--- config.mk ---
export PLATFORM = sky130hd
export DESIGN_NAME = xbar_rsp_collect
export DESIGN_NICKNAME = d
export VERILOG_FILES = /design/src/logic/xbar_pkg.sv /design/src/logic/xbar_rsp_collect.sv
export SDC_FILE = /design/constraint.sdc
export NUM_CORES = 1
export LEC_CHECK = 0
export BUFFER_PORTS_ARGS = -buffer_cell sky130_fd_sc_hd__buf_2
export CORE_AREA = 2 2 71 73
export DETAILED_ROUTE_END_ITERATION = 12
export DIE_AREA = 0 0 73 75
export PLACE_DENSITY = 0.8
export SLEW_MARGIN = 10
export SYNTH_ARGS = -nofsm -noshare
export SYNTH_HDL_FRONTEND = slang
export SYNTH_SLANG_ARGS = --single-unit
--- constraint.sdc ---
create_clock -name clk_i -period 3.43 [get_ports clk_i]
set_input_delay 0.343 -clock clk_i [delete_from_list [all_inputs] [get_ports clk_i]]
set_output_delay 0.343 -clock clk_i [all_outputs]
set_load 0.05 [all_outputs]
--- src/logic/xbar_pkg.sv ---
package xbar_pkg;

  // --------------------
  // Bus widths
  // --------------------
  localparam int unsigned ADDR_W = 32;
  localparam int unsigned DATA_W = 32;
  localparam int unsigned BE_W   = DATA_W / 8;

  // --------------------
  // Bank geometry
  // --------------------
  localparam int unsigned NUM_BANKS  = 4;
  localparam int unsigned BANK_IDX_W = 2;
  localparam int unsigned BANK_WORDS = 256;
  localparam int unsigned WORD_IDX_W = $clog2(BANK_WORDS);

  // Region tags, bank 0 in the low slot
  localparam int unsigned REGION_W = 20;
  localparam logic [NUM_BANKS-1:0][REGION_W-1:0] BANK_REGION = {
    20'h00013, 20'h00012, 20'h00011, 20'h00010
  };

  // Extra cycles on top of the fixed one, taken from word_idx low bits
  localparam int unsigned MAX_EXTRA_LAT = 3;
  localparam int unsigned LAT_W = $clog2(MAX_EXTRA_LAT + 1);

  // Bank controller encodings
  localparam int unsigned BANK_ST_W = 2;
  localparam logic [BANK_ST_W-1:0] ST_IDLE = 2'd0;
  localparam logic [BANK_ST_W-1:0] ST_WAIT = 2'd1;
  localparam logic [BANK_ST_W-1:0] ST_HOLD = 2'd2;

  // --------------------
  // Order queue
  // --------------------
  localparam int unsigned OUTSTANDING_DEPTH = 4;
  localparam int unsigned QPTR_W = $clog2(OUTSTANDING_DEPTH);
  localparam int unsigned QCNT_W = QPTR_W + 1;

  // Address word, flat or split into fields
  typedef union packed {
    logic [ADDR_W-1:0] raw;
    struct packed {
      logic [REGION_W-1:0]   region;
      logic [1:0]            pad;
      logic [WORD_IDX_W-1:0] word_idx;
      logic [1:0]            byte_off;
    } fld;
  } addr_word_u;

endpackage
--- src/logic/xbar_rsp_collect.sv ---
`timescale 1ns/100ps

module xbar_rsp_collect (
  input  logic                                              clk_i,
  input  logic                                              reset_i,
  // Push from the demux, one per grant
  input  logic                                              push_i,
  input  logic [xbar_pkg::BANK_IDX_W-1:0]                   push_idx_i,
  output logic                                              full_o,
  // Bank responses
  input  logic [xbar_pkg::NUM_BANKS-1:0]                    bank_rvalid_i,
  input  logic [xbar_pkg::NUM_BANKS-1:0][xbar_pkg::DATA_W-1:0] bank_rdata_i,
  output logic [xbar_pkg::NUM_BANKS-1:0]                    bank_take_o,
  // Master response
  output logic                                              rvalid_o,
  output logic [xbar_pkg::DATA_W-1:0]                       rdata_o
);

  // Bank index per request in flight, issue order
  logic [xbar_pkg::BANK_IDX_W-1:0]  order_q [xbar_pkg::OUTSTANDING_DEPTH];
  logic [xbar_pkg::QPTR_W-1:0]      wr_ptr_q;
  logic [xbar_pkg::QPTR_W-1:0]      rd_ptr_q;
  logic [xbar_pkg::QCNT_W-1:0]      count_q;

  logic                             empty;
  logic                             pop;
  logic [xbar_pkg::BANK_IDX_W-1:0]  head_idx;

  // --------------------
  // Queue status
  // --------------------
  assign empty    = (count_q == '0);
  assign full_o   = (count_q == xbar_pkg::QCNT_W'(xbar_pkg::OUTSTANDING_DEPTH));
  assign head_idx = order_q[rd_ptr_q];

  // --------------------
  // Head response
  // --------------------
  // Only the oldest request's bank may answer
  // A faster bank further back keeps holding its data
  assign rvalid_o = ~empty & bank_rvalid_i[head_idx];
  assign rdata_o  = bank_rdata_i[head_idx];
  assign pop      = rvalid_o;

  // Release the head bank in the same cycle
  always_comb begin
    bank_take_o           = '0;
    bank_take_o[head_idx] = pop;
  end

  // --------------------
  // Pointers and count
  // --------------------
  always_ff @(posedge clk_i) begin
    if (reset_i) begin
      wr_ptr_q <= '0;
      rd_ptr_q <= '0;
      count_q  <= '0;
    end else begin
      if (push_i) begin
        wr_ptr_q <= wr_ptr_q + 1'b1;
      end
      if (pop) begin
        rd_ptr_q <= rd_ptr_q + 1'b1;
      end
      // Push and pop together leave the count alone
      case ({push_i, pop})
        2'b10:   count_q <= count_q + 1'b1;
        2'b01:   count_q <= count_q - 1'b1;
        default: count_q <= count_q;
      endcase
    end
  end

  // Entry storage
  always_ff @(posedge clk_i) begin
    if (push_i) begin
      order_q[wr_ptr_q] <= push_idx_i;
    end
  end

endmodule

==> summary.txt <==
Run status
  – Status: complete, no violations

Logic synthesis
  – Mapped Cells: 114
  – Post-Synthesis Cell Area: about 1600 sq um
  – Mapped Nets: 257
  – Sequential fraction of the synthesis area: a little over a quarter
  – Mean Syn Cell Area: 14.11 sq um
  – Yosys top cell by area: mux4_2
  – Synth Warn #: 0
  – Largest cells by area after synthesis: mux4_2, edfxtp_1, dfxtp_1
  – #FFs+latches synth: 17
  – Post-synth top area share: about 48%
  – Distinct cells, synth: 27

Detailed routing
  – Final WL: 6102 microns
  – Post-DR wirelength/cell: 17.89 microns
  – Antenna-violating nets left: 0
  – First DRT Iteration DRCs: 56
  – DR vias: 1760
  – Vias per cell: roughly 5.2
  – Drt first pass iters: 6
  – Number of remaining DRC errors: 0

Clocking
  – CTS H-tree lvls: 1
  – CTS Root Buffer Type: clkbuf_8
  – CTS Buf Count: 3
  – Latest clock arrival within the worst-skew pair: 0.25 ns
  – Post-CTS sizing: 0
  – Clk sink count: 17
  – Post-CTS Hold Fix Bufs: 0
  – CTS tree: built
  – Post-CTS Setup Inserts: 0
  – CTS max path bufs: 2
  – CTS clk-pin slew, worst paths: around 0.06 ns

Floorplan
  – Core footprint: 4661 sq um
  – Die Wd: 73 microns
  – Initial Utilization: 34.52%
  – Std cell rows: 25
  – I/O Pins: ~180
  – Die ar.: 5475 sq um
  – Die height: 75 microns

Finish
  – Antenna Cells: 0
  – Layout cells sized above 1: 75.96%
  – Non-Filler Instances: 341
  – Nets: roughly 430
  – Final instance area: 2559 sq um
  – Most common cell after layout, fill and taps aside: buf_2
  – Area growth from synthesis to layout: 59.02%
  – Most frequent cells in the layout: buf_2, mux4_2, nor2_1, dfxtp_1, edfxtp_1

Timing
  – Setup TNS: 0 ns
  – Fmax: between 0.3 and 0.4 GHz
  – Final setup viols: 0
  – Final min period: between 2 and 3 ns
  – Max Transition Viols Final: 0
  – Slew margin rel.: between 70 and 80%
  – Slew @ Worst Pin: 0.4152 ns
  – Period utilisation layout: 86.58%
  – RSZ-0062 raised after global routing: false
  – Hold Fails Final Rpt: 0
  – Clk_skew: 0.0008707 ns

Place
  – Placer congestion estimate: 0.8338
  – PortBufs: 174
  – Placed Area: approximately 2500 sq um
  – Placed cells: approximately 340
  – Final HPWL DP: ~5400 microns

Critical path
  – Worst Setup Start Kind: flip-flop
  – Crit Path Max Fanout: 13
  – Crit. End Element: flip-flop
  – CP Data Required Time: 3.61 ns
  – Crit Path Class: reg -> reg
  – Critical path data arrival time: approximately 3.2 ns

Global route
  – First-pass GRT wire length: 8514 microns
  – Met3 Usage GRT: 4.016%
  – Vias in the first global route: around 1800
  – Initial antenna violation count: 0
  – Grt ovf: 0
  – Met2 GRT Util: 40.44%
  – Total Routing Usage GR: 20.67%
  – Gr busiest metal: met2
  – Met1 global-route usage: a little under a quarter
  – Largest net degree at the start of global routing: 34

Run
  – Max-cap viol count: 0

Pwr
  – Worst IR drop on VDD: 0.4306 mV
  – Leakage: 1.260 nW
  – Pwr dens: 707.0 nW/um^2
  – Total Power: 1.809 mW

Hold path
  – Worst Hold Class: in -> reg
## logic make-up after synthesis
group | count (synthesis) | share of synthesized area (%)
mux | 39 | 50.78
simple gates | 27 | 7.931
flops | 17 | 26.13
buf+inv | 14 | 4.976
compound gates | 7 | 2.877
fa+ha+maj | 6 | 5.132
xor+xnor | 4 | 2.178
## critical path, stage by stage (launching register included)
cell and delay, ns:
dfxtp_1 0.41, mux4_2 0.57, buf_4 0.23, mux2i_1 0.15, o22ai_2 0.22, ha_1 0.25, inv_1 0.07, fa_1 0.37
xor2_1 0.16, or3_1 0.30, a21oi_1 0.17
## report_power, final
group          switching (mW)  internal (mW)
sequential             0.0297          0.246
clock                  0.0652         0.0805
combinational           0.908          0.480
total                    1.00          0.806
## stage by stage
step	worst slack [ns]	hold slack [ns]	util, %
CTS	0.4362	0.3098	54.90
floorplan	0.2698	0.4419	-
finish	0.4604	0.3177	54.90
global route	0.2610	0.3147	54.90
global placement	0.5853	0.4926	53.91
detailed placement	0.4570	0.5082	53.91
## final cells by class
type                    instances  area, sq um
repair buffers                177        893.4
inverters                       6        22.52
well taps                      54        67.56
clock buffers                   3        41.29
fillers                       411         2102
clock inverters                 1        5.005
flip-flops and latches         17        420.4
multi-input cells              83         1109
## path summary, 6_finish.rpt
| check | startpoint | end | slack, ns | depth (start not counted) |
|---|---|---|---|---|
| max | flip-flop | count_q[2]$_SDFFE_PP0P_ | 0.46 | 10 |
| min | push_idx_i[1] | order_q[2][1]$_DFFE_PP_ | 0.32 | 1 |
| max reg2reg | flip-flop | count_q[2]$_SDFFE_PP0P_ | 0.46 | 10 |
| min reg2reg | count_q[2]$_SDFFE_PP0P_ | count_q[2]$_SDFFE_PP0P_ | 0.53 | 2 |
## synthesized netlist by cell type, drive strengths merged
| cell type | count |
|---|---|
| a21oi | 4 |
| a31o | 1 |
| and2 | 4 |
| and3 | 1 |
| buf | 7 |
| clkbuf | 1 |
| dfxtp | 9 |
| edfxtp | 8 |
| fa | 1 |
| ha | 5 |
| inv | 6 |
| mux2 | 1 |
| mux2i | 4 |
| mux4 | 34 |
| nand2 | 4 |
| nand2b | 2 |
| nor2 | 13 |
| nor3 | 1 |
| o21ai | 1 |
| o22ai | 1 |
| or2 | 1 |
| or3 | 1 |
| xnor2 | 2 |
| xor2 | 2 |
## per-layer routing
layer  routed length (microns)  vias up
met2                      3504       91
met4                        44        0
met5                         0        -
met1                      2125      857
li1                          -      804
met3                       427        8
No activity file was read; power rests on OpenSTA's default activity.
