`config.mk`:
```
export PLATFORM = sky130hd
export DESIGN_NAME = xbar_req_demux
export DESIGN_NICKNAME = d
export VERILOG_FILES = /design/src/logic/xbar_pkg.sv /design/src/logic/xbar_req_demux.sv /design/src/logic/xbar_addr_decode.sv
export SDC_FILE = /design/constraint.sdc
export NUM_CORES = 1
export LEC_CHECK = 0
export ABC_AREA = 1
export ABC_CLOCK_PERIOD_IN_PS = 1810
export BUFFER_PORTS_ARGS = -buffer_cell sky130_fd_sc_hd__buf_4
export CAP_MARGIN = 20
export CELL_PAD_IN_SITES_DETAIL_PLACEMENT = 0
export CELL_PAD_IN_SITES_GLOBAL_PLACEMENT = 1
export CORE_AREA = 3 3 80 82
export DETAILED_ROUTE_END_ITERATION = 16
export DIE_AREA = 0 0 83 85
export PLACE_DENSITY_LB_ADDON = 0.05
export SYNTH_ARGS = -nofsm -noshare
export SYNTH_HDL_FRONTEND = slang
export SYNTH_HIERARCHICAL = 1
export SYNTH_SLANG_ARGS = --single-unit
```
`constraint.sdc`:
```
create_clock -name clk_i -period 1.81 [get_ports clk_i]
set_input_delay 0.0905 -clock clk_i [delete_from_list [all_inputs] [get_ports clk_i]]
set_output_delay 0.0905 -clock clk_i [all_outputs]
set_load 0.03 [all_outputs]
```
`src/logic/xbar_pkg.sv`:
```
package xbar_pkg;

  // --------------------
  // Bus widths
  // --------------------
  localparam int unsigned ADDR_W = 32;
  localparam int unsigned DATA_W = 32;
  localparam int unsigned BE_W   = DATA_W / 8;

  // --------------------
  // Bank geometry
  // --------------------
  localparam int unsigned NUM_BANKS  = 4;
  localparam int unsigned BANK_IDX_W = 2;
  localparam int unsigned BANK_WORDS = 256;
  localparam int unsigned WORD_IDX_W = $clog2(BANK_WORDS);

  // Region tags, bank 0 in the low slot
  localparam int unsigned REGION_W = 20;
  localparam logic [NUM_BANKS-1:0][REGION_W-1:0] BANK_REGION = {
    20'h00013, 20'h00012, 20'h00011, 20'h00010
  };

  // Extra cycles on top of the fixed one, taken from word_idx low bits
  localparam int unsigned MAX_EXTRA_LAT = 3;
  localparam int unsigned LAT_W = $clog2(MAX_EXTRA_LAT + 1);

  // Bank controller encodings
  localparam int unsigned BANK_ST_W = 2;
  localparam logic [BANK_ST_W-1:0] ST_IDLE = 2'd0;
  localparam logic [BANK_ST_W-1:0] ST_WAIT = 2'd1;
  localparam logic [BANK_ST_W-1:0] ST_HOLD = 2'd2;

  // --------------------
  // Order queue
  // --------------------
  localparam int unsigned OUTSTANDING_DEPTH = 4;
  localparam int unsigned QPTR_W = $clog2(OUTSTANDING_DEPTH);
  localparam int unsigned QCNT_W = QPTR_W + 1;

  // Address word, flat or split into fields
  typedef union packed {
    logic [ADDR_W-1:0] raw;
    struct packed {
      logic [REGION_W-1:0]   region;
      logic [1:0]            pad;
      logic [WORD_IDX_W-1:0] word_idx;
      logic [1:0]            byte_off;
    } fld;
  } addr_word_u;

endpackage
```
`src/logic/xbar_req_demux.sv`:
```
`timescale 1ns/100ps

module xbar_req_demux (
  input  logic                                          clk_i,
  input  logic                                          reset_i,
  // Master request side
  input  logic                                          req_i,
  input  logic                                          we_i,
  input  logic [xbar_pkg::BE_W-1:0]                     be_i,
  input  logic [xbar_pkg::ADDR_W-1:0]                   addr_i,
  input  logic [xbar_pkg::DATA_W-1:0]                   wdata_i,
  input  logic [xbar_pkg::BANK_IDX_W-1:0]               default_idx_i,
  output logic                                          gnt_o,
  // Bank request lines, payload shared
  output logic [xbar_pkg::NUM_BANKS-1:0]                bank_req_o,
  output logic                                          bank_we_o,
  output logic [xbar_pkg::BE_W-1:0]                     bank_be_o,
  output logic [xbar_pkg::ADDR_W-1:0]                   bank_addr_o,
  output logic [xbar_pkg::DATA_W-1:0]                   bank_wdata_o,
  input  logic [xbar_pkg::NUM_BANKS-1:0]                bank_gnt_i,
  // Order queue push
  output logic                                          push_o,
  output logic [xbar_pkg::BANK_IDX_W-1:0]               push_idx_o,
  input  logic                                          full_i
);

  xbar_pkg::addr_word_u                  dec_addr;
  logic [xbar_pkg::BANK_IDX_W-1:0]       dec_idx;
  logic [xbar_pkg::BANK_IDX_W-1:0]       sel_idx;
  // Index held while a request waits for its grant
  logic [xbar_pkg::BANK_IDX_W-1:0]       idx_q;
  logic                                  pend_q;
  logic                                  room;

  assign dec_addr.raw = addr_i;

  xbar_addr_decode u_addr_decode (
    .addr_i        (dec_addr),
    .default_idx_i (default_idx_i),
    .idx_o         (dec_idx)
  );

  // --------------------
  // Target selection
  // --------------------
  // Fresh request uses the live decode
  // Stalled request keeps the bank it started with, even if default moves
  assign sel_idx = pend_q ? idx_q : dec_idx;

  always_ff @(posedge clk_i) begin
    if (reset_i) begin
      pend_q <= 1'b0;
      idx_q  <= '0;
    end else begin
      pend_q <= req_i & ~gnt_o;
      idx_q  <= sel_idx;
    end
  end

  // --------------------
  // Grant and steering
  // --------------------
  // Queue must have a free slot for the new entry
  assign room = ~full_i;

  always_comb begin
    bank_req_o          = '0;
    bank_req_o[sel_idx] = req_i & room;
  end

  // Grant follows target bank's idle state
  assign gnt_o = bank_gnt_i[sel_idx] & room;

  // Payload fans out to every bank, only one sees req
  assign bank_we_o    = we_i;
  assign bank_be_o    = be_i;
  assign bank_addr_o  = addr_i;
  assign bank_wdata_o = wdata_i;

  // One queue entry per accepted request
  assign push_o     = req_i & gnt_o;
  assign push_idx_o = sel_idx;

endmodule

```
`src/logic/xbar_addr_decode.sv`:
```
`timescale 1ns/100ps

module xbar_addr_decode (
  // Address as seen on the master port
  input  xbar_pkg::addr_word_u             addr_i,
  // Fallback target for unmapped regions
  input  logic [xbar_pkg::BANK_IDX_W-1:0]  default_idx_i,
  // Selected bank
  output logic [xbar_pkg::BANK_IDX_W-1:0]  idx_o
);

  // Set once a region tag has matched
  logic hit;

  // --------------------
  // Region lookup
  // --------------------
  // Walk the table from bank 0 upwards
  // First match wins, later matches are ignored
  // Nothing matched means the default bank is used
  always_comb begin
    idx_o = default_idx_i;
    hit   = 1'b0;
    for (int i = 0; i < xbar_pkg::NUM_BANKS; i++) begin
      // Only the upper 20 bits take part in the compare
      if (!hit && (addr_i.fld.region == xbar_pkg::BANK_REGION[i])) begin
        idx_o = xbar_pkg::BANK_IDX_W'(i);
        hit   = 1'b1;
      end
    end
  end

  // Notes on the map
  // Regions are 4 KiB each, one per bank
  // Only 1 KiB of every region is backed by storage
  // Word index aliases inside the region (pad bits are ignored)
  // Byte offset is not used for word accesses
  //
  // Unmapped accesses are not reported as errors
  // They simply fall through to default_idx_i
  //
  // Lookup is purely combinational, same cycle as req

endmodule

```
==> impl_summary.md <==
Status
The flow ran to the end, and the final reports show no timing, DRC or antenna violations.

Power and ir drop
The power density over the cells is 517.6 mW/mm^2. The analysis attributes to cell leakage a power of 0.5592 nW. The maximum ir drop on the vdd rail is 0.0002115 V.

Place
The half-perimeter wire length of the detailed placement result is 2230 um. The pre-CTS worst setup slack is 182.2 ps. Port buffering added 57 buffers. The weighted congestion reported at the end of routability-driven placement is 0.6871.

Hold path
The path class of the tightest hold or removal check is in -> reg. Along the worst hold path, the cell count comes to 2.

Routing
After the first detailed-routing iteration, the DRC count stood at 7. After detailed routing, the average wire length per cell comes to 11.03 um. In the routed layout, each cell is associated on average with a via count of 3.460.

The total wire length after detailed routing is 2471 um. After detailed routing, the number of remaining DRC violations is 0. The total number of vias is 775. The number of routed nets with antenna violations is 0.

The first TritonRoute pass finished after 3 iterations.

Global routing
The initial antenna violation count is 0. The via count of the first global-routing pass is 806. The global-route wire length before repair is 3981 um. The total overflow reported by the global router is 0. Entering global routing, the biggest net connects 6 pins. The overall routing resource usage is 0.06803.

Synth
The number of different library cells used by synthesis comes to 16. The synthesized area is 963.4 um^2. The register bit count reported by yosys is 3. The post-synthesis cell count is 157. The portion of the post-synthesis area used by sequential elements is 0.06234. A synthesized cell averages 6.136 um^2.

Yosys printed 6 warnings. The post-synthesis net count is 236.

Clocking
TritonCTS built the clock tree. The clock reaches the later pin of the worst-skew pair after 220 ps. The buffer levels on the longest clock path is 2. In this run the clock root is driven by a sky130_fd_sc_hd__clkbuf_8. In this run the number of H-tree levels came out at 1. The clock drives 3 sinks.

The number of buffers created by CTS is 3. After clock tree synthesis, the flow added hold-fix buffers numbering 0. Clock-pin slew was measured on the worst setup and hold paths at 30 ps.

Cells and area
The number of nets in the finished design is 229. The ratio of cells with drive above 1 in the final layout is 0.5168. The number of antenna repair diodes is 0. Counting the fill cells in the layout gives 683. From synthesis to final layout, the design area changed by 5.844%.

Floorplan
The total area inside the core boundary comes to 0.005816 mm^2. The I/O pin count is 156. The effective utilization at floorplan is 0.1657. The vertical extent of the die is 85 um. The die covers 0.007055 mm^2. The die extent in x is 83 um. The floorplan row count is 28.

STA
Setup violations remaining at the end of the flow were counted as 0. The maximum achievable frequency is 634.0 MHz. The worst clock skew is 2.846 ps. The number of hold violations in the final report is 0. Of the available clock period, the critical path in the final layout requires 0.8714. At the pin with the least slew margin, the transition time is 270.3 ps. The final worst-path setup slack is 232.7 ps. Setup repair after global routing left no endpoint under its margin. The clock period could shrink to 1577 ps. In the final timing run, aggregate negative setup slack is 0 ps.

The number of max-slew violations in the final report is 0. The worst slew margin relative to its limit is 0.8184.

Setup path
For this run, the slowest stage of the critical path takes 170 ps. The kind of cell adding the most delay to the critical path is simple AND/OR/NAND/NOR gates. The kind of launch point of the worst setup path is an input pin. The most numerous cell type found on the critical path is sky130_fd_sc_hd__nand2_1.

The data required time at the worst endpoint is 1720 ps. The worst-path maximum fanout is 3. At the worst endpoint, the arrival time is 1490 ps. The worst register-to-register path has a depth of 7. The highest-delay cell along the critical path is sky130_fd_sc_hd__buf_4. Traced cell by cell, the critical path runs through buf_4, nor2_1, nand2_1, nor2_2, nand3_1, nand2_1, nand2_1, nand2_1, inv_1, nand2_2, nand3_1, nand2_1, nand2_2, a21oi_2, buf_4. The critical path in this run is classified as in -> out. The count of buffering cells on the critical path with inverters included is 3. The critical path runs through a total of 15 cells. The worst setup path is captured at a primary output.

Job
The tool flagged a number of max-cap violations equal to 0.
==> metrics by stage <==
| step | power [W] | std cells | cell area, um^2 | utilization | hold slack (ps) |
|---|---|---|---|---|---|
| 2_1_floorplan | 0.0004481 | 157 | 963.4 | - | 162.9 |
| 3_5_place_dp | 0.0003378 | 220 | 967.2 | 0.1663 | 181.2 |
| 3_3_place_gp | 0.0003404 | 220 | 967.2 | 0.1663 | 181.2 |
| 6_report | 0.0005278 | 224 | 1020 | 0.1753 | 59.48 |
| 4_1_cts | 0.0005391 | 224 | 1012 | 0.1741 | 55.30 |
| 5_1_grt | 0.0005713 | 224 | 1020 | 0.1753 | 58.86 |
==> layout by cell type (no fill, tap or decap) <==
master and n:
sky130_fd_sc_hd__clkbuf_1 1, sky130_fd_sc_hd__o21ai_1 1, sky130_fd_sc_hd__nor2_1 14, sky130_fd_sc_hd__inv_1 16, sky130_fd_sc_hd__dfxtp_1 3, sky130_fd_sc_hd__inv_4 1
sky130_fd_sc_hd__nand2_1 24, sky130_fd_sc_hd__clkbuf_8 3, sky130_fd_sc_hd__nand3_1 9, sky130_fd_sc_hd__nand2_2 5, sky130_fd_sc_hd__nor3_2 1, sky130_fd_sc_hd__buf_4 57
sky130_fd_sc_hd__nor2_2 2, sky130_fd_sc_hd__nand2_4 2, sky130_fd_sc_hd__nor3_1 4, sky130_fd_sc_hd__a21oi_2 3, sky130_fd_sc_hd__inv_2 3
==> routing by layer <==
metal	vias to the layer above	track usage	wire length [um]
met5	-	0	0
met4	0	0.03715	72
met3	20	0.03981	368
met2	56	0.1159	1200
met1	313	0.06450	830
li1	386	-	-
==> where the power goes <==
part / leakage [nW] / internal [W] / switching [W] / total (W)
combinational: 0.511 / 0.000108 / 0.000153 / 0.000261
sequential: 0.0249 / 0.0000715 / 0.00000299 / 0.0000745
clock: 0.0228 / 0.000150 / 0.0000426 / 0.000193
==> synth_stat cells (all sizes together) <==
cell | count | share of area
a21oi | 3 | 0.019
buf | 69 | 0.54
dfxtp | 3 | 0.062
inv | 20 | 0.081
nand2 | 31 | 0.15
nand3 | 9 | 0.047
nor2 | 16 | 0.068
nor3 | 5 | 0.031
o21ai | 1 | 0.0052
==> final cells by class <==
cell class | count | area, um^2 | share of cell area
Multi-Input combinational cell | 65 | 315.3 | 0.3092
Timing Repair Buffer | 57 | 427.9 | 0.4196
Clock buffer | 4 | 45.04 | 0.04417
Tap cell | 75 | 93.84 | 0.09202
Inverter | 20 | 77.57 | 0.07607
Sequential cell | 3 | 60.06 | 0.05890
==> worst reg2reg max path, stage by stage, from the launching register on <==
cell and delay [ps]:
sky130_fd_sc_hd__dfxtp_1 380, sky130_fd_sc_hd__inv_2 70, sky130_fd_sc_hd__nand2_1 90, sky130_fd_sc_hd__nand3_1 70, sky130_fd_sc_hd__nand2_1 90, sky130_fd_sc_hd__nand2_2 90
sky130_fd_sc_hd__nand2_2 80, sky130_fd_sc_hd__a21oi_2 40
==> flip-flops by register name (all words and copies together), names as in the netlist <==
register / count
idx_q: 2
pend_q: 1
==> worst paths after layout <==
kind	slack, ps	from	end
min reg2reg	650	idx_q[1]$_SDFF_PP0_	idx_q[1]$_SDFF_PP0_
max	230	addr_i[27]	gnt_o
min	60	reset_i	idx_q[0]$_SDFF_PP0_
max reg2reg	790	pend_q$_SDFF_PP0_	pend_q$_SDFF_PP0_
==> logic make-up after synthesis <==
group | after synthesis | synth area share
AOI/OAI and AO/OA | 4 | 0.02467
and+or+nand+nor | 61 | 0.2948
DFF | 3 | 0.06234
buffers and inverters | 89 | 0.6182
==> what timing repair did <==
item / 4_1_cts / 5_1_grt
setup endpoints to repair: 0 / 2
setup buffers: 0 / 0
resized for setup: 0 / 2
Power figures use the tool's default switching activity.
